<file path="src/source/ik_defines.svh">
// ======================================
// widths and register map of the ik step
// ======================================
`ifndef IK_DEFINES_SVH
`define IK_DEFINES_SVH

// fixed point q7.8
`define IK_DATA_W 16
`define IK_FRAC_W 8

// wishbone word address and data widths
`define IK_WB_AW 4
`define IK_WB_DW 32

// word addresses
`define IK_ADDR_CTRL   4'd0
`define IK_ADDR_STATUS 4'd1
`define IK_ADDR_J00    4'd2
`define IK_ADDR_J01    4'd3
`define IK_ADDR_J10    4'd4
`define IK_ADDR_J11    4'd5
`define IK_ADDR_E0     4'd6
`define IK_ADDR_E1     4'd7
`define IK_ADDR_LAMBDA 4'd8
`define IK_ADDR_DELTA0 4'd9
`define IK_ADDR_DELTA1 4'd10

`endif

</file>
<file path="src/source/ik_pkg.sv">
// ======================================
// fixed-point, matrix and schedule types
// ======================================
`include "ik_defines.svh"

package ik_pkg;

	// one signed fixed-point value
	typedef logic signed [`IK_DATA_W-1:0] fixed_t;

	// 2x2 matrix, indexed [row][col]
	typedef fixed_t [1:0][1:0] mat2_t;

	// schedule of one damped least squares step
	typedef enum logic [2:0] {
		ST_IDLE,
		ST_JJT,
		ST_INV,
		ST_SCALE,
		ST_JT_INV,
		ST_APPLY,
		ST_DONE
	} step_state_t;

	// full product, shifted down by the fraction bits, low word kept
	function automatic fixed_t fix_mul(input fixed_t a, input fixed_t b);
		logic signed [2*`IK_DATA_W-1:0] p;
		p = a * b;
		return p[`IK_FRAC_W +: `IK_DATA_W];
	endfunction

endpackage

</file>
<file path="src/source/mat_mult_2x2.sv">
// ======================================
// two-stage 2x2 fixed-point multiplier
// ======================================
`timescale 1ns/1ps

module mat_mult_2x2 (
	input  logic          i,
	input  logic          i_reset,
	input  logic          i_valid,
	input  ik_pkg::mat2_t i_a,
	input  ik_pkg::mat2_t i_b,
	output logic          o_valid,
	output ik_pkg::mat2_t o_result
);
	import ik_pkg::*;

	// products indexed [row][col][k]
	fixed_t prod [2][2][2];
	logic   valid_d;

	// stage 1 products, stage 2 sums
	always_ff @(posedge i) begin
		for (int r = 0; r < 2; r++) begin
			for (int c = 0; c < 2; c++) begin
				for (int k = 0; k < 2; k++) begin
					prod[r][c][k] <= fix_mul(i_a[r][k], i_b[k][c]);
				end
				o_result[r][c] <= prod[r][c][0] + prod[r][c][1];
			end
		end
	end

	// valid follows the data through both stages
	always_ff @(posedge i) begin
		if (i_reset) begin
			valid_d <= 1'b0;
			o_valid <= 1'b0;
		end else begin
			valid_d <= i_valid;
			o_valid <= valid_d;
		end
	end

endmodule

</file>
<file path="config.mk">
export PLATFORM = sky130hd
export DESIGN_NAME = mat_mult_2x2
export DESIGN_NICKNAME = d
export VERILOG_FILES = /design/src/source/ik_pkg.sv /design/src/source/mat_mult_2x2.sv
export VERILOG_INCLUDE_DIRS = /design/src /design/src/source
export SDC_FILE = /design/constraint.sdc
export NUM_CORES = 2
export LEC_CHECK = 0
export ABC_AREA = 1
export BUFFER_PORTS_ARGS = -buffer_cell sky130_fd_sc_hd__buf_4
export CAP_MARGIN = 15
export CELL_PAD_IN_SITES_DETAIL_PLACEMENT = 1
export CELL_PAD_IN_SITES_GLOBAL_PLACEMENT = 1
export CORE_MARGIN = 2
export CORE_UTILIZATION = 45
export CTS_CLUSTER_DIAMETER = 80
export DETAILED_ROUTE_END_ITERATION = 16
export PLACE_DENSITY_LB_ADDON = 0.1
export SLEW_MARGIN = 15
export SYNTH_ARGS = -nofsm -noshare
export SYNTH_HDL_FRONTEND = slang
export SYNTH_SLANG_ARGS = --single-unit
</file>
<file path="constraint.sdc">
create_clock -name i -period 20.4 [get_ports i]
set_clock_uncertainty 0.1 [all_clocks]
set_input_delay 4.08 -clock i [delete_from_list [all_inputs] [get_ports i]]
set_output_delay 4.08 -clock i [all_outputs]
set_load 0.02 [all_outputs]
</file>
After elaboration in Yosys (flattened, before gate mapping):

Memories as Yosys holds them, arrays and structs flattened.
Cells that the tools add are included.

* bits in read-only memories: 0
* bits in writable memories: 128
* memories: 1
* bits of input ports: 131
* flip-flop bits (word level): 66
* bits in latches: 0
* output and inout bits: 65

Memory list
* prod: words 2, width 64, read ports 2, clocked after memory_dff 0, write ports 2, RTL line mat_mult_2x2.sv:18 `fixed_t prod [2][2][2];`

* magnitude comparators: 0
* shift-type cells: 0
* reduce and logical (&&, ||, !) cells: 0
* bitwise gates (word level): 0
* add/sub/neg operators: 4
* muxes and demuxes: 0
* div/mod/pow operators: 0
* multipliers: 8
* equality and inequality tests: 0

Operators by type and width (count)
* $mul 16x16->24: 8
* $add 16x16->16: 4

Longest topological paths before layout:

* word-level depth: 1
* gate-level depth with buffers: 28
* depth with buffers taken out: 27

Worst setup path after synthesis:

No wires, ideal clock.

* kind: in2reg
* start: input port i_a[15] (netlist name)
* end: memory prod[0][63] (netlist name)
* stages on the path: 23
* setup time: 0.112 ns
* data required time: 20.188 ns
* arrival: 9.091 ns
* slack: 11.097 ns
* cell sequence: clkbuf_1 -> buf_1 -> nand2_1 -> fa_1 -> inv_1 -> fa_1 -> inv_1 -> fa_1 -> fa_1 -> inv_1 -> fa_1 -> inv_1 -> fa_1 -> inv_1 -> ha_1 -> nand2_1 -> inv_1 -> nand4_1 -> or2_2 -> nand3_1 -> inv_1 -> nand2_1 -> nand2_1

RTL lines
* start, declared: RTL line mat_mult_2x2.sv:10 `input ik_pkg::mat2_t i_a,`
* end, declared: RTL line mat_mult_2x2.sv:18

==> results.yml <==
outcome:
  status: "completed"
die:
  core_area_um2: 157000
  fp-row-count: 145
  ios: 196
  initial_utilization: 0.454
  die_area_um2: 161000
  fp.dieW_um: 401
  fp.dieH_um: 401
route:
  via_count: 56900
  finalWirelength_mm: 220
  wl_per_cell_um: 19.3
  drt_first_pass_iters: 5
  via_per_inst: 5.00
  drc_errors: 0
  drtIter0Drc: 2709
  drtAntennaViolNets: 0
worst_hold_path:
  min-delay-start: "valid_d"
  worstHoldPathCells: 2
  whs_endpoint: "o_valid"
  min_path_type: "flop to flop"
yosys:
  avgSynthCellArea_um2: 7.52
  netlist.area_leader.share: 0.420
  synth_cells: 9447
  syn_nets: 11700
  synth_area_um2: 71100
  ys_seq_elements: 194
  yosysWarnings: 0
  yosys.area.top_type: "fa_1"
  synth_seq_area_share: 0.0546
  synth_cell_types: 44
  ys_top_cells_by_area: "fa_1, inv_1, nand2_1"
global_routing:
  grt_max_degree: 35
  grt_pass1_vias: 64500
  antenna_found_initial: 10
  track_usage: 0.283
  overflow: 0
  grt_pass1_wl_mm: 358
clocking:
  clk_pin_slew_worst_paths_ns: 0.08
  cts_setup_buffers: 0
  clock-sinks: 194
  cts_root_buf: "clkbuf_16"
  cts_buffer_depth: 2
  ctsHtreeMaxLevel: 4
  cts_resized: 0
  ctsHoldBuffers: 0
  insertion_delay_ns: 0.54
  cts_made_buffers: 17
  cts_tree: "yes"
setup_path:
  cp_top_family: "adder cells"
  critPathBufInv: 4
  crit_arrival_ns: 9.80
  worstSetupEndpointType: "flop"
  reg2reg_slack_ns: 17.96
  cp_cell_sequence: "buf_4, nand2_1, fa_1, inv_1, fa_1, fa_1, fa_1, fa_1, inv_1, fa_1, inv_1, ha_1, nand2_1, nor4_1, o21ai_0, nand3_1, xor2_1"
  path_max_fanout: 31
  timing.rr.end: "o_result[10]"
  crit_path_top_delay_cell: "nor4_1"
  crit_path_max_incr_delay_ns: 0.63
  rr_worst_depth: 9
  crit_top_cell: "fa_1"
  worstSetupPathType: "input pin to flop"
  critPathRequiredTime_ns: 20.76
  worstReg2RegStart: "prod[0][32]"
  start_kind: "input pin"
sta:
  finalSetupTns_ns: 0
  drv_slew: 0
  fmax_mhz: 106
  fin_crit_ns: 9.45
  worstMarginPinSlew_ns: 0.765
  setup_viol_count_final: 0
  maxSlewHeadroom: 0.490
  rsz0062_at_grt: "false"
  final_hold_viol_count: 0
  period_share: 0.463
cells_and_area:
  nets: 11500
  drive_gt1_frac: 0.0279
  final_common_cell: "inv_1"
  final_cell_mix: "inv_1, nand2_1, fa_1"
  area_growth_pct: 4.59
run:
  maxCapViolations: 0
placement:
  place_hpwl_mm: 175
  port_buffers: 195
  place_congestion: 0.876
-- cells in the mapped netlist (all sizes together) --
cell type,count
inv,3067
nand2,2458
fa,1492
ha,620
clkbuf,278
a21oi,258
nor2,207
nand3,202
dfxtp,194
xor2,163
o21ai,121
xnor2,85
buf,79
nand4,37
nor3,34
a21o,24
nand3b,19
o21bai,17
nor4,16
o31ai,15
a31oi,10
or2,10
o211ai,9
o21a,7
a211oi,6
and2,6
a21boi,3
nand2b,3
o2111ai,3
a221oi,2
nor3b,1
o211a,1
-- layer usage --
layer	track usage	share of wire	up-vias
li1	-	-	26200
met1	0.380	0.45	29400
met2	0.497	0.50	1041
met3	0.0262	0.039	203
met4	0.0579	0.019	6
met5	0	0.00019	-
-- cell families (layout without fill, tap and decap cells) --
kind of cell,after synthesis,count (layout),synth area share
buffers and inverters,3424,3294,0.182
XOR/XNOR,248,248,0.0306
other,0,6,0
AO/OA/AOI/OAI,476,476,0.0371
AND/OR/NAND/NOR,2993,2993,0.167
adder cells (fa/ha/maj),2112,2112,0.529
flip-flops,194,194,0.0546
-- final cells by class --
| type | count | area, um^2 |
|---|---|---|
| timing repair buffer | 195 | 1460 |
| antenna | 6 | 15.0 |
| sequential | 194 | 3880 |
| clock inverter | 15 | 174 |
| fill | 19800 | 82200 |
| clock buffer | 17 | 425 |
| inverter | 3067 | 11500 |
| tap | 2058 | 2570 |
| multi-input combinational | 5829 | 54300 |
-- how the worst max path moves through the flow --
| stage | start | to | cells after the start |
|---|---|---|---|
| after floorplan | i_a[15] | prod[0][63] | 23 |
| after global placement | i_a[23] | prod[0][15] | 22 |
| after detailed placement | i_b[33] | prod[0][46] | 20 |
| after CTS | i_b[33] | prod[0][46] | 20 |
| after global routing | i_b[33] | prod[0][46] | 20 |
| final | i_b[17] | prod[1][29] | 17 |
-- flip-flops by register name, indices dropped and copies added, names as in the netlist --
| register | flops |
|---|---|
| prod | 128 |
| o_result | 64 |
| o_valid | 1 |
| valid_d | 1 |
-- worst reg2reg max path, stage by stage, from the launching register on --
cell	delay (ns)
dfxtp_1	0.43
ha_1	0.24
inv_1	0.08
fa_1	0.41
o21ai_1	0.29
a21boi_0	0.25
o21ai_1	0.24
nand2_1	0.08
nand2_1	0.09
xor2_1	0.15
-- through the flow --
stage,hold WS (ns),utilization,cell area (um^2),setup WS [ns],instances
after global placement,0.298,0.471,73700,10.50,11300
after detailed placement,0.301,0.471,73700,10.46,11300
final,0.314,0.475,74300,10.95,11400
after floorplan,0.288,-,71100,11.10,9447
after global routing,0.349,0.475,74300,10.63,11400
after CTS,0.319,0.475,74300,11.00,11400
Power is not shown: default switching activity piles up to over one toggle a cycle in this logic, so the estimate is an artifact.
