[src/source/ik_defines.svh]
// ======================================
// widths and register map of the ik step
// ======================================
`ifndef IK_DEFINES_SVH
`define IK_DEFINES_SVH

// fixed point q7.8
`define IK_DATA_W 16
`define IK_FRAC_W 8

// wishbone word address and data widths
`define IK_WB_AW 4
`define IK_WB_DW 32

// word addresses
`define IK_ADDR_CTRL   4'd0
`define IK_ADDR_STATUS 4'd1
`define IK_ADDR_J00    4'd2
`define IK_ADDR_J01    4'd3
`define IK_ADDR_J10    4'd4
`define IK_ADDR_J11    4'd5
`define IK_ADDR_E0     4'd6
`define IK_ADDR_E1     4'd7
`define IK_ADDR_LAMBDA 4'd8
`define IK_ADDR_DELTA0 4'd9
`define IK_ADDR_DELTA1 4'd10

`endif

[src/source/ik_pkg.sv]
// ======================================
// fixed-point, matrix and schedule types
// ======================================
`include "ik_defines.svh"

package ik_pkg;

	// one signed fixed-point value
	typedef logic signed [`IK_DATA_W-1:0] fixed_t;

	// 2x2 matrix, indexed [row][col]
	typedef fixed_t [1:0][1:0] mat2_t;

	// schedule of one damped least squares step
	typedef enum logic [2:0] {
		ST_IDLE,
		ST_JJT,
		ST_INV,
		ST_SCALE,
		ST_JT_INV,
		ST_APPLY,
		ST_DONE
	} step_state_t;

	// full product, shifted down by the fraction bits, low word kept
	function automatic fixed_t fix_mul(input fixed_t a, input fixed_t b);
		logic signed [2*`IK_DATA_W-1:0] p;
		p = a * b;
		return p[`IK_FRAC_W +: `IK_DATA_W];
	endfunction

endpackage

[src/source/wb_ik_regs.sv]
// ======================================
// wishbone slave with the ik registers
// ======================================
`timescale 1ns/1ps
`include "ik_defines.svh"

module wb_ik_regs (
	input  logic                 i,
	input  logic                 i_reset,
	input  logic                 i_wb_cyc,
	input  logic                 i_wb_stb,
	input  logic                 i_wb_we,
	input  logic [`IK_WB_AW-1:0] i_wb_adr,
	input  logic [`IK_WB_DW-1:0] i_wb_dat,
	input  logic                 i_busy,
	input  logic                 i_done,
	input  logic                 i_singular,
	input  ik_pkg::fixed_t       i_delta0,
	input  ik_pkg::fixed_t       i_delta1,
	output logic [`IK_WB_DW-1:0] o_wb_dat,
	output logic                 o_wb_ack,
	output logic                 o_start,
	output ik_pkg::mat2_t        o_jac,
	output ik_pkg::fixed_t       o_err0,
	output ik_pkg::fixed_t       o_err1,
	output ik_pkg::fixed_t       o_lambda,
	output logic                 o_irq
);
	import ik_pkg::*;

	logic                 req;
	fixed_t               wr_val;
	logic [`IK_WB_DW-1:0] rd_val;

	function automatic logic [`IK_WB_DW-1:0] sext(input fixed_t v);
		return {{(`IK_WB_DW-`IK_DATA_W){v[`IK_DATA_W-1]}}, v};
	endfunction

	// new request only while no ack is out
	assign req = i_wb_cyc && i_wb_stb && !o_wb_ack;
	assign wr_val = i_wb_dat[`IK_DATA_W-1:0];
	assign o_irq = i_done;

	// one wait state, start pulses together with the ack
	always_ff @(posedge i) begin
		if (i_reset) begin
			o_wb_ack <= 1'b0;
			o_start <= 1'b0;
		end else begin
			o_wb_ack <= req;
			o_start <= req && i_wb_we && (i_wb_adr == `IK_ADDR_CTRL) && i_wb_dat[0];
		end
	end

	// operand registers
	always_ff @(posedge i) begin
		if (req && i_wb_we) begin
			case (i_wb_adr)
				`IK_ADDR_J00:    o_jac[0][0] <= wr_val;
				`IK_ADDR_J01:    o_jac[0][1] <= wr_val;
				`IK_ADDR_J10:    o_jac[1][0] <= wr_val;
				`IK_ADDR_J11:    o_jac[1][1] <= wr_val;
				`IK_ADDR_E0:     o_err0 <= wr_val;
				`IK_ADDR_E1:     o_err1 <= wr_val;
				`IK_ADDR_LAMBDA: o_lambda <= wr_val;
				default: ;
			endcase
		end
	end

	// read mux, control and unmapped words read zero
	always_comb begin
		case (i_wb_adr)
			`IK_ADDR_STATUS: rd_val = `IK_WB_DW'({i_singular, i_done, i_busy});
			`IK_ADDR_J00:    rd_val = sext(o_jac[0][0]);
			`IK_ADDR_J01:    rd_val = sext(o_jac[0][1]);
			`IK_ADDR_J10:    rd_val = sext(o_jac[1][0]);
			`IK_ADDR_J11:    rd_val = sext(o_jac[1][1]);
			`IK_ADDR_E0:     rd_val = sext(o_err0);
			`IK_ADDR_E1:     rd_val = sext(o_err1);
			`IK_ADDR_LAMBDA: rd_val = sext(o_lambda);
			`IK_ADDR_DELTA0: rd_val = sext(i_delta0);
			`IK_ADDR_DELTA1: rd_val = sext(i_delta1);
			default:         rd_val = '0;
		endcase
	end

	// read data lines up with the ack
	always_ff @(posedge i) begin
		o_wb_dat <= rd_val;
	end

endmodule

[config.mk]
export PLATFORM = sky130hd
export DESIGN_NAME = wb_ik_regs
export DESIGN_NICKNAME = d
export VERILOG_FILES = /design/src/source/ik_pkg.sv /design/src/source/wb_ik_regs.sv
export VERILOG_INCLUDE_DIRS = /design/src /design/src/source
export SDC_FILE = /design/constraint.sdc
export NUM_CORES = 1
export LEC_CHECK = 0
export BUFFER_PORTS_ARGS = -buffer_cell sky130_fd_sc_hd__buf_2
export CAP_MARGIN = 20
export CORE_UTILIZATION = 40
export CTS_BUF_LIST = sky130_fd_sc_hd__clkbuf_4
export DETAILED_ROUTE_END_ITERATION = 10
export HOLD_SLACK_MARGIN = 0.08
export PLACE_DENSITY = 0.68
export SLEW_MARGIN = 10
export SYNTH_ARGS = -nofsm -noshare
export SYNTH_HDL_FRONTEND = slang
export SYNTH_SLANG_ARGS = --single-unit
[constraint.sdc]
create_clock -name i -period 7.4 [get_ports i]
set_clock_uncertainty 0.2 [all_clocks]
set_input_delay 0 -clock i [delete_from_list [all_inputs] [get_ports i]]
set_output_delay 0 -clock i [all_outputs]
set_load 0.02 [all_outputs]
After elaboration in Yosys (flattened, before gate mapping)
Cells that the tools add are included.

Flip-flop bits (word level): 146. Input port bits: 76. Logic and storage cells: 35.

Eq/ne operators: 10. Muxes and demuxes: 1. Reductions and logical operators: 14.

Operators by type and width (number): one-hot mux 32 bit (10 select lines) (1); equality test 4 x 3 -> 1 bit (second input constant) (4); AND reduction 2 bit (7); equality test 4 bit (second input constant) (3); equality test 4 x 2 -> 1 bit (second input constant) (2); logical AND 1 bit (5); equality test 4 x 1 -> 1 bit (second input constant) (1); zero test 4 bit (1); zero test 1 bit (1).

Logic depth before layout (Yosys ltp)
Depth in word-level cells: 5. Mapped depth: 6. Depth with buffers taken out: 3.

Worst setup path before layout
No wires, ideal clock.

Kind: flip-flop to flip-flop. From: register o_wb_ack. To: register o_lambda[0], enable pin. Library setup time: 0.430 ns. Data arrival time: 2.230 ns. Required time: 6.770 ns. Setup slack: 4.540 ns. Stages on the path, launching flop included: 3. Path buffers: 0. Period minus slack after synthesis: 2.860 ns. Path through: dfxtp_1 -> nand4b_1 -> nor4_1.

Longest elaborated chain between the ends: 4.

Ends and longest elaborated chain: start, declared (RTL line wb_ik_regs.sv:21) `output logic o_wb_ack,`; start signal, assigned (RTL line wb_ik_regs.sv:50) `o_wb_ack <= req;`; zero test 1 bit (RTL line wb_ik_regs.sv:40) `assign req = i_wb_cyc && i_wb_stb && !o_wb_ack;`; logical AND 1 bit (RTL line wb_ik_regs.sv:40); logical AND 1 bit (RTL line wb_ik_regs.sv:57) `if (req && i_wb_we) begin`; AND reduction 2 bit (no source line); end signal, assigned (RTL line wb_ik_regs.sv:65) `` `IK_ADDR_LAMBDA: o_lambda <= wr_val; ``; end, declared (RTL line wb_ik_regs.sv:26) `output ik_pkg::fixed_t o_lambda,`.

No other way between the ends. A chain may end at the register's enable or synchronous reset.

Worst setup path in the final report
From: register o_wb_ack. To: register o_jac[18] (netlist bit), enable pin.

Longest elaborated chain between the ends: 4.

Ends and longest elaborated chain: zero test 1 bit (RTL line wb_ik_regs.sv:40); logical AND 1 bit (RTL line wb_ik_regs.sv:40); logical AND 1 bit (RTL line wb_ik_regs.sv:57); AND reduction 2 bit (no source line); end, declared (RTL line wb_ik_regs.sv:23) `output ik_pkg::mat2_t o_jac,`.

No other way between the ends.

==> flow_summary.ini <==
[outcome]
outcome = completed

[worst_setup_path]
path_depth = 4
crit_buf_inv = 2
crit_arrival_ns = 3.08
cp-end-kind = flop
cp-start-kind = flop
crit_chain = nand4b_1, dlygate4sd3_1, nor4_2, buf_4
crit_path_top_delay_cell = nor4_2
worst-setup-path-type = reg2reg
reg2regPathDepth = 4
crit_required_ns = 7.44
cp_max_fo = 10
slowest_delay_ns = 0.76
cpLargestDelayFamily = buffers and inverters

[floorplanning]
start_util = 0.4152
rows = 42
die_h_microns = 120.2
die_x_microns = 120.2
dieArea_sq_mm = 0.01444
coreArea_sq_mm = 0.01345
top_level_ports = 223

[logic_synthesis]
synth_xor_area_frac = 0
yosysWarnings = 0
syn_avg_cell_area_sq_um = 15.60
netlist_top_cells_count = edfxtp_1, and3b_1, a22oi_1, buf_4, mux2_2
synth_seq_area_share = 0.6667
synth-async-reset-ratio = 0
synth_top_family_by_area = simple AND/OR/NAND/NOR gates
synth_area_leader_cell = edfxtp_1
synth-main-ff-cell = edfxtp_1
synthCells = 358
post-synth-top-count-cell = edfxtp_1
syn_area_sq_mm = 0.005585
synth-seq-cells = 130
yosys.area_share.simple = 0.1351
synth-compound-area-share = 0.07594
synth_top_area_share = 0.6022
ys_top_cells_by_area = edfxtp_1, dfxtp_1, and3b_1
yosys-mux-area-fraction = 0.06765
synth_adder_area_share = 0
synth_edf_count = 112
syn_nets = 434
synth_cell_types = 45

[routing]
dr.pass1.iters = 4
vias = 4349
routed_wl_microns = 16740
initialDrtViolationCount = 266
wl_per_cell_microns = 20.24
drc = 0
ant_nets = 0
viasPerCell = 5.259

[global_route]
antenna_found_initial = 0
grt_pass1_vias = 4310
grt_util_all_layers = 0.2341
grt_pass1_wl_microns = 24380
grt-ovfl-total = 0
grt_max_degree = 61

[cts]
numCtsBuffers = 17
cts_setup_buffers = 0
path_clk_slew_ns = 0.12
clockRootBuffer = clkbuf_4
cts_max_level = 4
clk_path_buf_depth = 2
clk_latency_ns = 0.54
clock_sinks = 130
tritoncts = built

[sta]
period_share = 0.4112
finalSetupViolations = 0
whs_ns = 0.1390
clock.fmax_mhz = 328.7
hold_violations = 0
period_minus_slack_ns = 3.043
rsz0062_at_grt = false
slew_headroom = 0.2616
fin_tns_setup_ns = 0
worst_pin_slew_ns = 1.106
slew_violations = 0

[power]
p_leak_nw = 3.213
powerDensity_mw_per_mm2 = 200.4
ir_drop_uv = 111.7

[placed_design]
gp_congestion = 0.8105
place_hpwl_microns = 10500
io_buffers = 206

[cells_and_area]
drive_gt1_frac = 0.4415
finalNetCount = 713
nFillCells = 1110
area_growth_pct = 41.31

[min_path]
min_delay_path_depth = 4
hold_class = in2reg

[run]
cap_viol_max_count = 0
-- registers in the layout, indices dropped and copies added (netlist names) --
name and cells:
o_wb_ack 1, o_err0 16, o_lambda 16, o_start 1, o_jac 64, o_wb_dat 16, o_err1 16
-- power breakdown --
part | total [mW] | leakage, nW | internal (mW) | switching, mW
clock | 0.598 | 0.185 | 0.333 | 0.265
combinational | 0.175 | 1.87 | 0.0831 | 0.0915
sequential | 0.809 | 1.16 | 0.805 | 0.00473
total | 1.58 | 3.21 | 1.22 | 0.361
-- cells by family after synthesis --
kind of cell	Yosys count
AOI/OAI and AO/OA	61
muxes	33
buffers and inverters	45
DFF	130
and+or+nand+nor	89
-- metal layers --
layer	vias up	global-route usage	share of wire
li1	1988	-	-
met1	2130	0.2937	0.42
met2	195	0.3811	0.49
met3	36	0.05751	0.065
met4	0	0.1055	0.027
met5	-	0	0
-- metrics by stage --
step | setup slack (ns) | instances | cell area, sq um | total power [mW] | util
floorplan | 4.540 | 358 | 5585 | 0.9183 | -
global placement | 4.252 | 708 | 6649 | 0.9575 | 0.4942
detailed placement | 4.211 | 709 | 6673 | 0.9605 | 0.4960
CTS | 4.337 | 826 | 7890 | 1.588 | 0.5865
global route | 4.181 | 826 | 7890 | 1.633 | 0.5865
finish | 4.357 | 827 | 7893 | 1.582 | 0.5867
-- layout make-up --
class                           count  area [sq um]  area share
Antenna cell                        1         2.502   0.0003171
Multi-Input combinational cell    183          1597      0.2023
Tap cell                          176         220.2     0.02790
Clock inverter                     15         239.0     0.03028
Sequential cell                   130          3724      0.4718
Inverter                            3         11.26    0.001427
Clock buffer                       17         127.6     0.01617
Timing Repair Buffer              302          1972      0.2498
-- worst paths after layout --
check	startpoint	end	slack, ns
max	o_wb_ack$_SDFF_PP0_	o_jac[18]$_DFFE_PP_	4.36
min	i_wb_adr[0]	o_jac[26]$_DFFE_PP_	0.14
max reg2reg	o_wb_ack$_SDFF_PP0_	o_jac[18]$_DFFE_PP_	4.36
min reg2reg	o_wb_ack$_SDFF_PP0_	o_jac[10]$_DFFE_PP_	0.85
-- tightest hold or removal path, delay by kind of cell --
family                 cells  cell delay [ns]
buffers and inverters      2             0.37
AND/OR/NAND/NOR            2             0.31
-- layout by cell type, fill, tap and decap left out, drive strengths merged, types with 2 or more instances in the layout --
cell type	instances
and3b	29
clkinvlp	3
bufinv	6
a32oi	3
a222oi	2
clkinv	6
a211o	3
edfxtp	112
o21ai	18
nor2	4
o211ai	6
dfxtp	18
nor3	2
and4bb	2
nor4b	2
a22oi	27
nor4	3
nand2	5
nand3	2
nand4b	2
nand4	8
dlygate4sd3	85
nand3b	8
mux2	32
clkbuf	17
nor4bb	6
inv	3
nor3b	6
and4b	5
buf	217
-- timing repair --
action                                 4_1_cts  5_1_grt
setup endpoints to repair                    0        0
resized for setup                            0        0
endpoints found under the hold margin      153        0
hold buffers                                85        0
Note: power is estimated with default switching activity, not from simulation.
