### config.mk
export PLATFORM = sky130hd
export DESIGN_NAME = inverse_2x2
export DESIGN_NICKNAME = d
export VERILOG_FILES = /design/src/source/ik_pkg.sv /design/src/source/fixed_divider.sv /design/src/source/inverse_2x2.sv
export VERILOG_INCLUDE_DIRS = /design/src /design/src/source
export SDC_FILE = /design/constraint.sdc
export NUM_CORES = 1
export LEC_CHECK = 0
export ABC_AREA = 1
export ABC_CLOCK_PERIOD_IN_PS = 18550
export CORE_UTILIZATION = 55
export DETAILED_ROUTE_END_ITERATION = 10
export DONT_BUFFER_PORTS = 1
export HOLD_SLACK_MARGIN = 0.03
export PLACE_DENSITY = 0.7
export SLEW_MARGIN = 10
export SYNTH_ARGS = -nofsm -noshare
export SYNTH_HDL_FRONTEND = slang
export SYNTH_HIERARCHICAL = 1
export SYNTH_SLANG_ARGS = --single-unit
### constraint.sdc
create_clock -name i -period 18.55 [get_ports i]
set_clock_uncertainty 0.05 [all_clocks]
set_input_delay 5.565 -clock i [delete_from_list [all_inputs] [get_ports i]]
set_output_delay 5.565 -clock i [all_outputs]
set_load 0.1 [all_outputs]
### src/source/ik_defines.svh
// ======================================
// widths and register map of the ik step
// ======================================
`ifndef IK_DEFINES_SVH
`define IK_DEFINES_SVH

// fixed point q7.8
`define IK_DATA_W 16
`define IK_FRAC_W 8

// wishbone word address and data widths
`define IK_WB_AW 4
`define IK_WB_DW 32

// word addresses
`define IK_ADDR_CTRL   4'd0
`define IK_ADDR_STATUS 4'd1
`define IK_ADDR_J00    4'd2
`define IK_ADDR_J01    4'd3
`define IK_ADDR_J10    4'd4
`define IK_ADDR_J11    4'd5
`define IK_ADDR_E0     4'd6
`define IK_ADDR_E1     4'd7
`define IK_ADDR_LAMBDA 4'd8
`define IK_ADDR_DELTA0 4'd9
`define IK_ADDR_DELTA1 4'd10

`endif

### src/source/ik_pkg.sv
// ======================================
// fixed-point, matrix and schedule types
// ======================================
`include "ik_defines.svh"

package ik_pkg;

	// one signed fixed-point value
	typedef logic signed [`IK_DATA_W-1:0] fixed_t;

	// 2x2 matrix, indexed [row][col]
	typedef fixed_t [1:0][1:0] mat2_t;

	// schedule of one damped least squares step
	typedef enum logic [2:0] {
		ST_IDLE,
		ST_JJT,
		ST_INV,
		ST_SCALE,
		ST_JT_INV,
		ST_APPLY,
		ST_DONE
	} step_state_t;

	// full product, shifted down by the fraction bits, low word kept
	function automatic fixed_t fix_mul(input fixed_t a, input fixed_t b);
		logic signed [2*`IK_DATA_W-1:0] p;
		p = a * b;
		return p[`IK_FRAC_W +: `IK_DATA_W];
	endfunction

endpackage

### src/source/fixed_divider.sv
// ======================================
// serial restoring signed divider
// ======================================
`timescale 1ns/1ps
`include "ik_defines.svh"

module fixed_divider (
	input  logic                           i,
	input  logic                           i_reset,
	input  logic                           i_start,
	input  logic signed [2*`IK_DATA_W-1:0] i_dividend,
	input  ik_pkg::fixed_t                 i_divisor,
	output logic                           o_done,
	output ik_pkg::fixed_t                 o_quotient
);

	logic [2*`IK_DATA_W-1:0] quo;
	logic [2*`IK_DATA_W-1:0] quo_next;
	logic [`IK_DATA_W-1:0]   rem;
	logic [`IK_DATA_W-1:0]   rem_next;
	logic [`IK_DATA_W-1:0]   dvs;
	logic [`IK_DATA_W:0]     shifted;
	logic [4:0]              count;
	logic                    busy;
	logic                    neg;

	// one quotient bit per cycle
	always_comb begin
		shifted = {rem, quo[2*`IK_DATA_W-1]};
		if (shifted >= {1'b0, dvs}) begin
			rem_next = `IK_DATA_W'(shifted - {1'b0, dvs});
			quo_next = {quo[2*`IK_DATA_W-2:0], 1'b1};
		end else begin
			rem_next = shifted[`IK_DATA_W-1:0];
			quo_next = {quo[2*`IK_DATA_W-2:0], 1'b0};
		end
	end

	always_ff @(posedge i) begin
		if (i_reset) begin
			busy <= 1'b0;
			count <= '0;
			o_done <= 1'b0;
		end else begin
			o_done <= 1'b0;
			if (i_start) begin
				busy <= 1'b1;
				count <= '0;
			end else if (busy) begin
				count <= count + 5'd1;
				if (count == 5'd31) begin
					busy <= 1'b0;
					o_done <= 1'b1;
				end
			end
		end
	end

	// magnitudes in and the sign applied on the last bit
	always_ff @(posedge i) begin
		if (i_start) begin
			quo <= i_dividend[2*`IK_DATA_W-1] ? -i_dividend : i_dividend;
			dvs <= i_divisor[`IK_DATA_W-1] ? -i_divisor : i_divisor;
			neg <= i_dividend[2*`IK_DATA_W-1] ^ i_divisor[`IK_DATA_W-1];
			rem <= '0;
		end else if (busy) begin
			quo <= quo_next;
			rem <= rem_next;
			if (count == 5'd31) begin
				o_quotient <= neg ? -quo_next[`IK_DATA_W-1:0] : quo_next[`IK_DATA_W-1:0];
			end
		end
	end

endmodule

### src/source/inverse_2x2.sv
// ======================================
// 2x2 adjugate and determinant reciprocal
// ======================================
`timescale 1ns/1ps
`include "ik_defines.svh"

module inverse_2x2 (
	input  logic           i,
	input  logic           i_reset,
	input  logic           i_start,
	input  ik_pkg::mat2_t  i_matrix,
	output logic           o_ready,
	output logic           o_singular,
	output ik_pkg::mat2_t  o_adj,
	output ik_pkg::fixed_t o_recip
);
	import ik_pkg::*;

	// 1.0 squared, so the quotient keeps 8 fraction bits
	localparam logic signed [2*`IK_DATA_W-1:0] RECIP_ONE = 1 << (2 * `IK_FRAC_W);

	fixed_t det;
	logic   det_pending;
	logic   zero_ready;
	logic   div_start;
	logic   div_done;

	// determinant from two local multipliers, adjugate alongside
	always_ff @(posedge i) begin
		if (i_start) begin
			det <= fix_mul(i_matrix[0][0], i_matrix[1][1]) -
				fix_mul(i_matrix[0][1], i_matrix[1][0]);
			o_adj[0][0] <= i_matrix[1][1];
			o_adj[0][1] <= -i_matrix[0][1];
			o_adj[1][0] <= -i_matrix[1][0];
			o_adj[1][1] <= i_matrix[0][0];
		end
	end

	always_ff @(posedge i) begin
		if (i_reset) begin
			det_pending <= 1'b0;
			zero_ready <= 1'b0;
			o_singular <= 1'b0;
		end else begin
			det_pending <= i_start;
			zero_ready <= 1'b0;
			if (i_start) begin
				o_singular <= 1'b0;
			end else if (det_pending && det == '0) begin
				// no divide on a zero determinant
				zero_ready <= 1'b1;
				o_singular <= 1'b1;
			end
		end
	end

	assign div_start = det_pending && (det != '0);

	fixed_divider u_divider (
		.i          (i),
		.i_reset    (i_reset),
		.i_start    (div_start),
		.i_dividend (RECIP_ONE),
		.i_divisor  (det),
		.o_done     (div_done),
		.o_quotient (o_recip)
	);

	assign o_ready = zero_ready | div_done;

endmodule

# [Word level (Yosys, flattened, before mapping)]
# Index checks and enable logic that the tools add are counted.
# W data, S select, Z words.
[word_totals] n_memories=0 register_bits=171 latchBits=0 ramBits=0 romBits=0
[op_classes] n_eq_ne=1 shifts=0 div_mod_pow=0 n_lt_le_gt_ge=1 n_mux=9 bitwise=3 multipliers=2 addsub=7 reduce_logical=8
[op_table] operator="$neg A16 Y16" count=4
[op_table] operator="$mul A16 B16 Y24" count=2
[op_table] operator="$mux W16" count=2
[op_table] operator="$sub A16 B16 Y16" count=2
[op_table] operator="$ge A17 B16 Y1" count=1
[op_table] operator="$logic_not A16 Y1" count=1
[op_table] operator="$reduce_bool A16 Y1" count=1
[op_table] operator="$mux W15" count=1
[op_table] operator="$mux W1" count=6
[op_table] operator="$add A5 B1 Y5 const B" count=1
[op_table] operator="$eq A5 B5 Y1 const B" count=1
[op_table] operator="$reduce_or A2 Y1" count=2
[op_table] operator="$reduce_and A3 Y1" count=1
[op_table] operator="$reduce_or A3 Y1" count=1
[op_table] operator="$logic_and A1 B1 Y1" count=2
[op_table] operator="$not A1 Y1" count=2
[op_table] operator="$or A1 B1 Y1" count=1

# [Depth between registers and ports, before layout]
[logic_depth] depth_word=4 depth_mapped=35 ltp_nobuf=33

# [By module]
# Netlist, hierarchy kept.
[modules_own_cells] mod="inverse_2x2" cells_per_inst=2480 area_each_um2=19837.8 n_inst=1
[modules_own_cells] mod="fixed_divider" cells_per_inst=751 area_each_um2=5734.2 n_inst=1

# [Worst setup path before layout]
# No wires, ideal clock.
[synth_timing] path_type="input to register" startpoint="in i_matrix[36] (netlist name)" endpoint="reg det[15], data pin" path_stages=32 setup_slack_ns=6.411 arrival_ns=11.837 required_ns=18.248 setup_time_ns=0.252 cell_sequence="clkbuf_1 -> clkbuf_1 -> nand2_1 -> inv_1 -> fa_1 -> inv_1 -> fa_1 -> fa_1 -> inv_1 -> fa_1 -> fa_1 -> inv_1 -> fa_1 -> inv_1 -> ha_1 -> a21oi_1 -> o21ai_0 -> a21oi_1 -> a21oi_1 -> or2_2 -> nand2_1 -> nand2_1 -> xor2_1 -> ha_1 -> nand2_1 -> nor2_1 -> a211oi_1 -> inv_1 -> a221oi_1 -> inv_1 -> nand2_1 -> nand2_1"
[synth_between] elab_chain_cells=2
[synth_lines] element="start: declaration" line_no="inverse_2x2.sv:11" rtl="input ik_pkg::mat2_t i_matrix,"
[synth_lines] element="$mul A16 B16 Y24" line_no="ik_pkg.sv:28" rtl="p = a * b;"
[synth_lines] element="$sub A16 B16 Y16" line_no="inverse_2x2.sv:31" rtl="det <= fix_mul(i_matrix[0][0], i_matrix[1][1]) -"
[synth_lines] element="end signal: assignment" line_no="inverse_2x2.sv:31"
[synth_lines] element="end: declaration" line_no="inverse_2x2.sv:22" rtl="fixed_t det;"
# Every way passes these cells.
# A chain may end at the register's enable or synchronous reset.

# [Final worst setup path]
[layout_timing] startpoint="in i_matrix[9] (netlist name)" endpoint="reg det[15], data pin"
# The elaborated chain is that of the path after synthesis.

==> results.toml <==
[finish]
fin_util_pct = 58.8
nFillCells = 4116
antenna_cells = 0
synthToLayoutAreaGrowth_pct = 4.74
drive_above_1_share_pct = 2.57
fin_nets = 3840

[clock_tree]
cts_buffers = 17
cts_tree = "done"
clk_latency_ns = 0.49
clock_path_buffers = 2
clkTransAtPathRegs_ns = 0.07
cts_sinks = 171
cts_post_setup_buffers_inserted = 0
cts_root_buffer = "clkbuf_16"
postCtsHoldBufs = 0
h-tree-depth = 4
cts_resized = 0

[floorplan]
chipWidth_um = 218
coreArea_um2 = 45600
rows = 78
io_pins = 149
initial_core_util_pct = 56.1
die_area_um2 = 47400
die_h_um = 218

[sta]
worstMarginPinSlew_ns = 1.18
setup_viol = 0
fin_ws_ns = 6.69
maxSlewViolCount = 0
rsz0062_at_grt = "no"
period_share_pct = 63.9
hold_viol_final = 0
fmax_mhz = 84.4
min_period_ns = 11.86
max-slew-margin-rel_pct = 21.1
tns_ns = 0

[detailed_routing]
drt-total-wl_um = 58300
viasPerCell = 5.13
drt_iter0_drc = 1378
final_antenna_net_count = 0
wl_per_cell_um = 15.2
remaining_drc_errors = 0
dr.pass1.iters = 5
dr_total_vias = 19700

[global_route]
grt_usage_pct = 26.1
grt_max_degree = 83
grt_pass1_wl_um = 98100
grt-ovfl-total = 0
antenna_found_initial = 0
grt_pass1_vias = 20500

[critical_path]
arrival_ns = 12.06
crit_type = "primary input to flip-flop"
path_max_fanout = 17
cp.depth = 28
slowest_stage = "nor4_1"
crit_family = "adder cells"
critPathCaptureType = "flip-flop"
start_kind = "primary input"
crit_top_cell = "inv_1"
crit_path_max_incr_delay_ns = 0.56
rr_worst_depth = 8
worstPathRequired_ns = 18.75
cp_num_buf_inv = 7

[synthesis]
synth.top_cell.area_share_pct = 29.3
ys_top_cells_by_count = "inv_1, nand2_1, fa_1, ha_1, edfxtp_1"
synth_largest_area_cell = "fa_1"
synth_edf_count = 145
ys_seq_elements = 171
syn_avg_cell_area_um2 = 7.91
syn_area_um2 = 25600
synth.most_common_cell = "inv_1"
netlist_instances = 3231
synth_flop_cell = "edfxtp_1"
synthArstFlopShare_pct = 0
synth-seq-area-share_pct = 19.1
yosys_warnings = 6
synth_cell_types = 56
yosys-top-cells-area = "fa_1, edfxtp_1, inv_1"

[flow_run]
drv_cap = 0

[place]
routabilityCongestion = 0.894
pre_cts_slack_ns = 6.24
dpl.hpwl_um = 46300
portBuffers = 0

[worst_hold_path]
hold_depth = 2
hp-class = "flip-flop to flip-flop"

[run_status]
status = "finished clean"
==> layout make-up <==
class	instances	area (µm²)	area share, %
Multi-Input combinational cell	2147	17200	64.3
Sequential cell	171	4870	18.2
Inverter	881	3310	12.3
Tap cell	600	751	2.80
Clock buffer	18	450	1.68
Clock inverter	14	169	0.631
Timing Repair Buffer	3	22.5	0.0841
==> flip-flops by register name, summed over array words and instances, names as in the netlist, 5 cells and up <==
signal	flops
u_divider/o_quotient	16
u_divider/dvs	16
o_adj	64
u_divider/quo	32
u_divider/rem	16
det	16
u_divider/count	5
==> placed cells by master (no fill, tap or decap), drive strengths merged, types with 4 or more instances in the layout <==
master,count
inv,886
nand2,829
fa,374
ha,178
nor2,146
edfxtp,145
nand3,115
conb,91
xor2,90
o21ai,80
a21oi,76
xnor2,39
nor3,27
dfxtp,26
clkbuf,18
or2,15
nand4,13
a21o,11
nor4,11
a31oi,10
o21bai,9
clkinv,8
nand3b,6
o31ai,6
a211oi,4
==> final timing paths <==
path	from	end	slack, ns
min	u_divider/rem[15]	u_divider/rem[15]	0.41
max reg2reg	det[15]	u_divider/o_quotient[10]	14.75
min reg2reg	u_divider/rem[15]	u_divider/rem[15]	0.41
max	i_matrix[9]	det[15]	6.69
==> metal layers <==
| metal | wire length, µm | part of all wire, % | track usage [%] |
|---|---|---|---|
| met5 | 0 | 0 | 0 |
| met4 | 1660 | 2.9 | 9.34 |
| met3 | 3310 | 5.7 | 3.77 |
| met2 | 29700 | 51 | 45.8 |
| met1 | 23600 | 41 | 32.8 |
==> kinds of logic (layout without fill, tap and decap cells) <==
kind of cell	count (synthesis)	after routing	share of synthesized area, %
adder cells (fa/ha/maj)	552	552	38.0
AO/OA/AOI/OAI	208	208	4.61
buffers and inverters	1002	916	15.0
AND/OR/NAND/NOR	1167	1167	18.9
other	2	91	0.0294
XOR/XNOR	129	129	4.42
flip-flops	171	171	19.1
==> metrics by stage <==
stage	area (µm²)	instances	hold slack (ns)
final	26800	3834	0.412
after detailed placement	26200	3802	0.405
after global placement	26200	3802	0.400
after floorplan	25900	3320	0.382
after global routing	26800	3834	0.446
after CTS	26800	3834	0.416
==> worst register-to-register path, cell delays in order, from the launching register on <==
cell	delay [ns]
edfxtp_1	0.61
nor4_1	0.26
nand2_1	0.08
nor2_1	0.26
nor2_2	0.05
buf_4	0.26
nor2_1	0.94
inv_1	0.27
nor2_2	0.65
Power is left out: the tool's default activity adds up to more than one toggle a clock period on the data nets, which glitch-free logic cannot reach.
