==> src/source/ik_defines.svh <==
// ======================================
// widths and register map of the ik step
// ======================================
`ifndef IK_DEFINES_SVH
`define IK_DEFINES_SVH

// fixed point q7.8
`define IK_DATA_W 16
`define IK_FRAC_W 8

// wishbone word address and data widths
`define IK_WB_AW 4
`define IK_WB_DW 32

// word addresses
`define IK_ADDR_CTRL   4'd0
`define IK_ADDR_STATUS 4'd1
`define IK_ADDR_J00    4'd2
`define IK_ADDR_J01    4'd3
`define IK_ADDR_J10    4'd4
`define IK_ADDR_J11    4'd5
`define IK_ADDR_E0     4'd6
`define IK_ADDR_E1     4'd7
`define IK_ADDR_LAMBDA 4'd8
`define IK_ADDR_DELTA0 4'd9
`define IK_ADDR_DELTA1 4'd10

`endif

==> src/source/ik_pkg.sv <==
// ======================================
// fixed-point, matrix and schedule types
// ======================================
`include "ik_defines.svh"

package ik_pkg;

	// one signed fixed-point value
	typedef logic signed [`IK_DATA_W-1:0] fixed_t;

	// 2x2 matrix, indexed [row][col]
	typedef fixed_t [1:0][1:0] mat2_t;

	// schedule of one damped least squares step
	typedef enum logic [2:0] {
		ST_IDLE,
		ST_JJT,
		ST_INV,
		ST_SCALE,
		ST_JT_INV,
		ST_APPLY,
		ST_DONE
	} step_state_t;

	// full product, shifted down by the fraction bits, low word kept
	function automatic fixed_t fix_mul(input fixed_t a, input fixed_t b);
		logic signed [2*`IK_DATA_W-1:0] p;
		p = a * b;
		return p[`IK_FRAC_W +: `IK_DATA_W];
	endfunction

endpackage

==> src/source/ik_dls_step.sv <==
// ======================================
// step schedule and multiplier routing
// ======================================
`timescale 1ns/1ps

module ik_dls_step (
	input  logic           i,
	input  logic           i_reset,
	input  logic           i_start,
	input  ik_pkg::mat2_t  i_jac,
	input  ik_pkg::fixed_t i_err0,
	input  ik_pkg::fixed_t i_err1,
	input  ik_pkg::fixed_t i_lambda,
	input  logic           i_inv_ready,
	input  logic           i_inv_singular,
	input  ik_pkg::mat2_t  i_adj,
	input  ik_pkg::fixed_t i_recip,
	input  ik_pkg::mat2_t  i_mm_result,
	input  logic           i_mm_valid,
	output logic           o_inv_start,
	output ik_pkg::mat2_t  o_damped,
	output ik_pkg::mat2_t  o_mm_a,
	output ik_pkg::mat2_t  o_mm_b,
	output logic           o_mm_valid,
	output logic           o_busy,
	output logic           o_done,
	output logic           o_singular,
	output ik_pkg::fixed_t o_delta0,
	output ik_pkg::fixed_t o_delta1
);
	import ik_pkg::*;

	step_state_t state;
	mat2_t       jac_r;
	fixed_t      err0_r;
	fixed_t      err1_r;
	fixed_t      lambda_r;
	// holds damped matrix, then inverse, then Jt * inverse
	mat2_t       work_r;

	function automatic mat2_t transpose(input mat2_t m);
		mat2_t t;
		for (int r = 0; r < 2; r++) begin
			for (int c = 0; c < 2; c++) begin
				t[r][c] = m[c][r];
			end
		end
		return t;
	endfunction

	assign o_damped = work_r;
	assign o_busy = (state != ST_IDLE) && (state != ST_DONE);

	// operand routing by phase, J * Jt otherwise
	always_comb begin
		o_mm_a = jac_r;
		o_mm_b = transpose(jac_r);
		case (state)
			ST_SCALE: begin
				// adjugate times recip on the diagonal
				o_mm_a = i_adj;
				o_mm_b = '0;
				o_mm_b[0][0] = i_recip;
				o_mm_b[1][1] = i_recip;
			end
			ST_JT_INV: begin
				o_mm_a = transpose(jac_r);
				o_mm_b = work_r;
			end
			ST_APPLY: begin
				o_mm_a = work_r;
				o_mm_b[0][0] = err0_r;
				o_mm_b[0][1] = err0_r;
				o_mm_b[1][0] = err1_r;
				o_mm_b[1][1] = err1_r;
			end
			default: ;
		endcase
	end

	always_ff @(posedge i) begin
		if (i_reset) begin
			state <= ST_IDLE;
			o_mm_valid <= 1'b0;
			o_inv_start <= 1'b0;
			o_done <= 1'b0;
			o_singular <= 1'b0;
			o_delta0 <= '0;
			o_delta1 <= '0;
		end else begin
			o_mm_valid <= 1'b0;
			o_inv_start <= 1'b0;
			case (state)
				ST_IDLE, ST_DONE: begin
					if (i_start) begin
						state <= ST_JJT;
						o_mm_valid <= 1'b1;
						o_done <= 1'b0;
						o_singular <= 1'b0;
					end
				end
				ST_JJT: begin
					if (i_mm_valid) begin
						state <= ST_INV;
						o_inv_start <= 1'b1;
					end
				end
				ST_INV: begin
					if (i_inv_ready && i_inv_singular) begin
						o_delta0 <= '0;
						o_delta1 <= '0;
						o_singular <= 1'b1;
						o_done <= 1'b1;
						state <= ST_DONE;
					end else if (i_inv_ready) begin
						state <= ST_SCALE;
						o_mm_valid <= 1'b1;
					end
				end
				ST_SCALE: begin
					if (i_mm_valid) begin
						state <= ST_JT_INV;
						o_mm_valid <= 1'b1;
					end
				end
				ST_JT_INV: begin
					if (i_mm_valid) begin
						state <= ST_APPLY;
						o_mm_valid <= 1'b1;
					end
				end
				ST_APPLY: begin
					if (i_mm_valid) begin
						// column 0 of M * [e e]
						o_delta0 <= i_mm_result[0][0];
						o_delta1 <= i_mm_result[1][0];
						o_done <= 1'b1;
						state <= ST_DONE;
					end
				end
				default: state <= ST_IDLE;
			endcase
		end
	end

	// operands latched on an accepted start
	always_ff @(posedge i) begin
		if (i_start && !o_busy) begin
			jac_r <= i_jac;
			err0_r <= i_err0;
			err1_r <= i_err1;
			lambda_r <= i_lambda;
		end
		if (i_mm_valid) begin
			case (state)
				ST_JJT: begin
					work_r <= i_mm_result;
					work_r[0][0] <= i_mm_result[0][0] + lambda_r;
					work_r[1][1] <= i_mm_result[1][1] + lambda_r;
				end
				ST_SCALE, ST_JT_INV: work_r <= i_mm_result;
				default: ;
			endcase
		end
	end

endmodule

==> config.mk <==
export PLATFORM = sky130hd
export DESIGN_NAME = ik_dls_step
export DESIGN_NICKNAME = d
export VERILOG_FILES = /design/src/source/ik_pkg.sv /design/src/source/ik_dls_step.sv
export VERILOG_INCLUDE_DIRS = /design/src /design/src/source
export SDC_FILE = /design/constraint.sdc
export NUM_CORES = 1
export LEC_CHECK = 0
export ABC_AREA = 1
export BUFFER_PORTS_ARGS = -buffer_cell sky130_fd_sc_hd__buf_2
export CORE_MARGIN = 8
export CORE_UTILIZATION = 30
export DETAILED_ROUTE_END_ITERATION = 10
export GPL_TIMING_DRIVEN = 0
export PLACE_DENSITY = 0.59
export SYNTH_ARGS = -nofsm -noshare
export SYNTH_HDL_FRONTEND = slang
export SYNTH_SLANG_ARGS = --single-unit
==> constraint.sdc <==
create_clock -name i -period 4.2 [get_ports i]
set_input_delay 0.84 -clock i [delete_from_list [all_inputs] [get_ports i]]
set_output_delay 0.84 -clock i [all_outputs]
set_load 0.02 [all_outputs]
* Yosys cells after proc, flatten, opt, wreduce, memory -nomap -nowiden
Cells that the tools add are included.
W data, S select, Z words.
** Storage, ports and cells
- Flip-flop bits (word level) :: 215
- Input port bits :: 262
- Output and inout bits :: 229
- Word-level logic and storage cells :: 79
** Cells by class
- $add $sub $neg :: 2
- Equal/unequal tests :: 14
- Multiplexer cells :: 26
- Bitwise operators :: 1
- Reduce and logical (&&, ||, !) cells :: 18
** Operators with widths (number)
- $pmux W64 S3 :: 2
- $pmux W64 S2 :: 1
- $pmux W16 S2 :: 2
- $mux W16 :: 3
- $add A16 B16 Y16 :: 2
- $mux W3 :: 7
- $pmux W3 S6 :: 1
- $ne A2 B2 Y1 const B :: 6
- $eq A3 B3 Y1 const B :: 3
- $mux W1 :: 7
- $eq A3 B2 Y1 const B :: 2
- $ne A3 B3 Y1 const B :: 2
- $pmux W1 S3 :: 2
- $reduce_and A3 Y1 :: 2
- $reduce_and A6 Y1 :: 1
- $reduce_bool A2 Y1 :: 3
- $reduce_bool A3 Y1 :: 2
- $reduce_or A2 Y1 :: 3
- $reduce_and A4 Y1 :: 1
- $eq A3 B1 Y1 const B :: 1
- $logic_and A1 B1 Y1 :: 3
- $logic_not A3 Y1 :: 1
- $pmux W1 S2 :: 1
- $reduce_and A2 Y1 :: 1
- 2 further kinds :: 2

* Logic depth before layout (Yosys ltp)
- Word-level depth :: 4
- Gate-level depth with buffers :: 11
- Depth with buffers taken out :: 11

* Least setup slack after synthesis
OpenSTA, ideal clock, no wires.
- Path kind :: input port to flip-flop
- From :: input port i_start
- To :: register o_mm_valid
- Library setup time :: 68 ps
- Arrival :: 3516 ps
- Setup slack :: 615 ps
- Stages :: 4
- Path buffers :: 0
- Path through :: nand2_1 > inv_1 > o21ai_0 > inv_1
** On the way
- Word-level cells in the longest chain between the ends :: 2
** RTL lines
- start, declared :: line ik_dls_step.sv:9 : input logic i_start,
- $mux W1 :: line ik_dls_step.sv:95 : if (i_start) begin
- $pmux W1 S3 :: line ik_dls_step.sv:93 : case (state)
- end signal, assigned :: line ik_dls_step.sv:91 : o_mm_valid <= 1'b0;
- end signal, assigned :: line ik_dls_step.sv:97 : o_mm_valid <= 1'b1;
- end signal, assigned :: line ik_dls_step.sv:117 : o_mm_valid <= 1'b1;
- end, declared :: line ik_dls_step.sv:24 : output logic o_mm_valid,
Every way passes these cells.
A chain may end at the register's enable or synchronous reset.

==> reports/results.ini <==
[die]
die_y_um = 215.9
initial_utilization_pct = 30.31
io_pins = 491
die-width_um = 215.9
die-area_mm2 = 0.04661
core_area_mm2 = 0.03955
rows = 73

[worst_setup_path]
critPathArrivalTime_ns = 2.99
cp_common_cell = buf_2
crit_path_end_kind = output pin
start_kind = flop
critPathKind = reg -> out
crit_path_max_incr_delay_ns = 0.42
crit_required_ns = 3.36
crit_family = buffers and inverters
critPathSlowestCell = dfxtp_1
path_cells = inv_2 -> ha_1 -> nor2_4 -> buf_2 -> buf_2 -> nand2_1 -> o21ai_1 -> buf_2
path_max_fanout = 10
ff2ff_setup_slack_ns = 1.92
cp_num_buf_inv = 4

[synthesis]
async_flop_share_pct = 0
syn_nets = 1757
synth_edf_count = 176
synth_seq_area_share_pct = 50.61
synth_seq_cells = 215
syn-cell-area_mm2 = 0.01199
syn-instance-count = 1462
synth.avg_cell_area_um2 = 8.199
ys_warn_count = 0
ys.flop_type = edfxtp_1
yosysUniqueCellTypes = 37

[clocking]
clkLatencyLatePin_ns = 0.56
cts.sink_count = 215
hold_buffers = 0
cts-resized-gates = 0
cts_buffer_depth = 3
cts_tree = yes
path_clk_slew_ns = 0.07
cts_max_level = 1
cts_buffers = 27
postCtsSetupBuffers = 0
cts_root_buf = clkbuf_16

[sta]
tightest_slew_ns = 0.9555
period_needed_ns = 3.832
clock-skew-final_ns = 0.01618
setup_violations = 0
drv_slew = 0
slew_headroom_pct = 36.30
layout_worst_path_cycle_share_pct = 91.23
finalHoldViolations = 0
rsz0062_at_grt = false
fmax_mhz = 261.0
hold_slack_ns = 0.4477

[final_layout]
fin_cells = 2537
syn_to_final_growth_pct = 34.33
regArea_mm2 = 0.006066
drive_gt1_share_pct = 29.71
fin_nets = 2277
multi_input_area_mm2 = 0.004888
fillers = 4152

[pwr]
p_per_area_mw_per_mm2 = 701.9
finalPower_mw = 11.30
cellLeakagePower_nw = 7.751
ir_drop_mv = 0.3453

[placed_design]
hpwl_mm = 54.26
gp_congestion = 0.9582
port_buffers = 489
dp_cells = 2478

[route]
top_layer_used = met5
drt_iter0_drc = 1344
ant_nets = 0
wl_met3_mm = 6.183
drcViolationCount = 0
wl_met1_mm = 25.96
wl_mm = 66.31
dr.pass1.iters = 5
route.met2.wl_mm = 31.93
avgViaCountPerCell = 5.191
wl_per_cell_um = 26.14
vias = 13170

[global_route]
grt_pass1_wl_mm = 92.86
grt_pass1_vias = 13340
gr-total-overflow = 0
antenna_found_initial = 14
grt_max_degree = 84
grt_usage_pct = 27.00

[worst_hold_path]
hold_path_class = in -> reg

[flow_run]
cap_viol_max_count = 0

[run_status]
status = complete, no violations

## power by group
group          switching, mW  total, mW  internal [mW]
logic                   3.91       5.41           1.51
registers              0.395       3.40           3.01
clock network          0.981       2.49           1.51
total                   5.28       11.3           6.02
## registers in the layout (all words and copies together), names as in the netlist
register,flops
err0_r,16
err1_r,16
jac_r,64
lambda_r,16
o_damped,64
o_delta0,16
o_delta1,16
o_done,1
o_inv_start,1
o_mm_valid,1
o_singular,1
state,3
## worst reg2reg max path, delay by kind of cell (launching register included)
family / cells / cell delay [ns]
simple gates: 1 / 0.21
flops: 1 / 0.41
buf+inv: 3 / 0.81
compound gates: 1 / 0.35
## placed cells by master, fill, tap and decap left out, types with 9 or more instances in the layout
master / n
clkbuf_16: 27
o21ai_1: 22
inv_1: 170
nand2_1: 505
a22oi_1: 16
dfxtp_1: 39
edfxtp_1: 176
clkbuf_1: 32
a21oi_1: 45
nand3_1: 123
nor2_1: 46
o22ai_1: 28
diode_2: 9
xnor2_1: 11
o221ai_1: 13
o21ai_0: 90
buf_2: 519
ha_1: 31
a41oi_1: 11
## per-layer routing
metal | vias to the layer above | track usage [%]
li1 | 5965 | -
met1 | 6306 | 32.60
met2 | 747 | 46.20
met3 | 136 | 7.091
met4 | 16 | 8.874
met5 | - | 0
## logic make-up (layout without fill, tap and decap cells)
kind of cell	Yosys count	in the layout	share of synthesized area [%]
compound gates	241	241	11.86
simple gates	709	709	24.33
flops	215	215	50.61
fa+ha+maj	33	33	3.570
buf+inv	250	791	8.612
xor+xnor	14	14	1.023
other cells	0	9	0
## synthesized netlist by cell type (4+ instances only)
library cell    n  area, um2
o211ai_1        6      45.04
o21ai_1        22      110.1
a21oi_1        45      225.2
dfxtp_1        39      780.8
clkbuf_1       26      97.59
o221ai_1       13      113.9
o22ai_1        28      175.2
and2_1          4      25.02
nor3_1          7      35.03
inv_2           6      22.52
nor2_1         46      172.7
edfxtp_1      176       5285
buf_1           6      22.52
o21ai_0        90      450.4
a31oi_1         6      37.54
xnor2_1        11      96.34
a41oi_1        11      96.34
inv_1         172      645.6
buf_4           5      37.54
buf_2          30      150.1
nand3_1       123      615.6
nand4_1         7      43.79
nand3b_1        7      52.55
nand2_1       505       1896
a22oi_1        16      120.1
ha_1           31      387.9
buf_6           5      56.30
## cell type report
type | instances | share of cell area, %
inverter | 178 | 4.196
multi-input combinational | 997 | 30.36
sequential | 215 | 37.67
clock inverter | 16 | 1.329
antenna | 9 | 0.1399
clock buffer | 34 | 4.421
tap | 525 | 4.080
timing repair buffer | 491 | 15.54
buffer | 72 | 2.261
## final timing paths
| check | start | end | cells after the start |
|---|---|---|---|
| hold reg to reg | o_singular | o_singular | 2 |
| setup reg to reg | state[2] | err1_r[14] | 5 |
| setup / recovery | state[1] | o_mm_b[6] | 8 |
| hold / removal | i_jac[54] | jac_r[54] | 1 |
## metrics by stage
| step | worst slack (ns) | cell area [um2] | util [%] | TNS [ns] |
|---|---|---|---|---|
| detailed placement | 0.9327 | 15150 | 38.32 | 0 |
| global placement | -1.173 | 15090 | 38.16 | -108.67 |
| global route | 0.2427 | 16090 | 40.69 | 0 |
| floorplan | 0.6154 | 11990 | - | 0 |
| finish | 0.3684 | 16100 | 40.71 | 0 |
| CTS | 0.3184 | 16080 | 40.66 | 0 |
No activity file was read; power rests on OpenSTA's default activity.
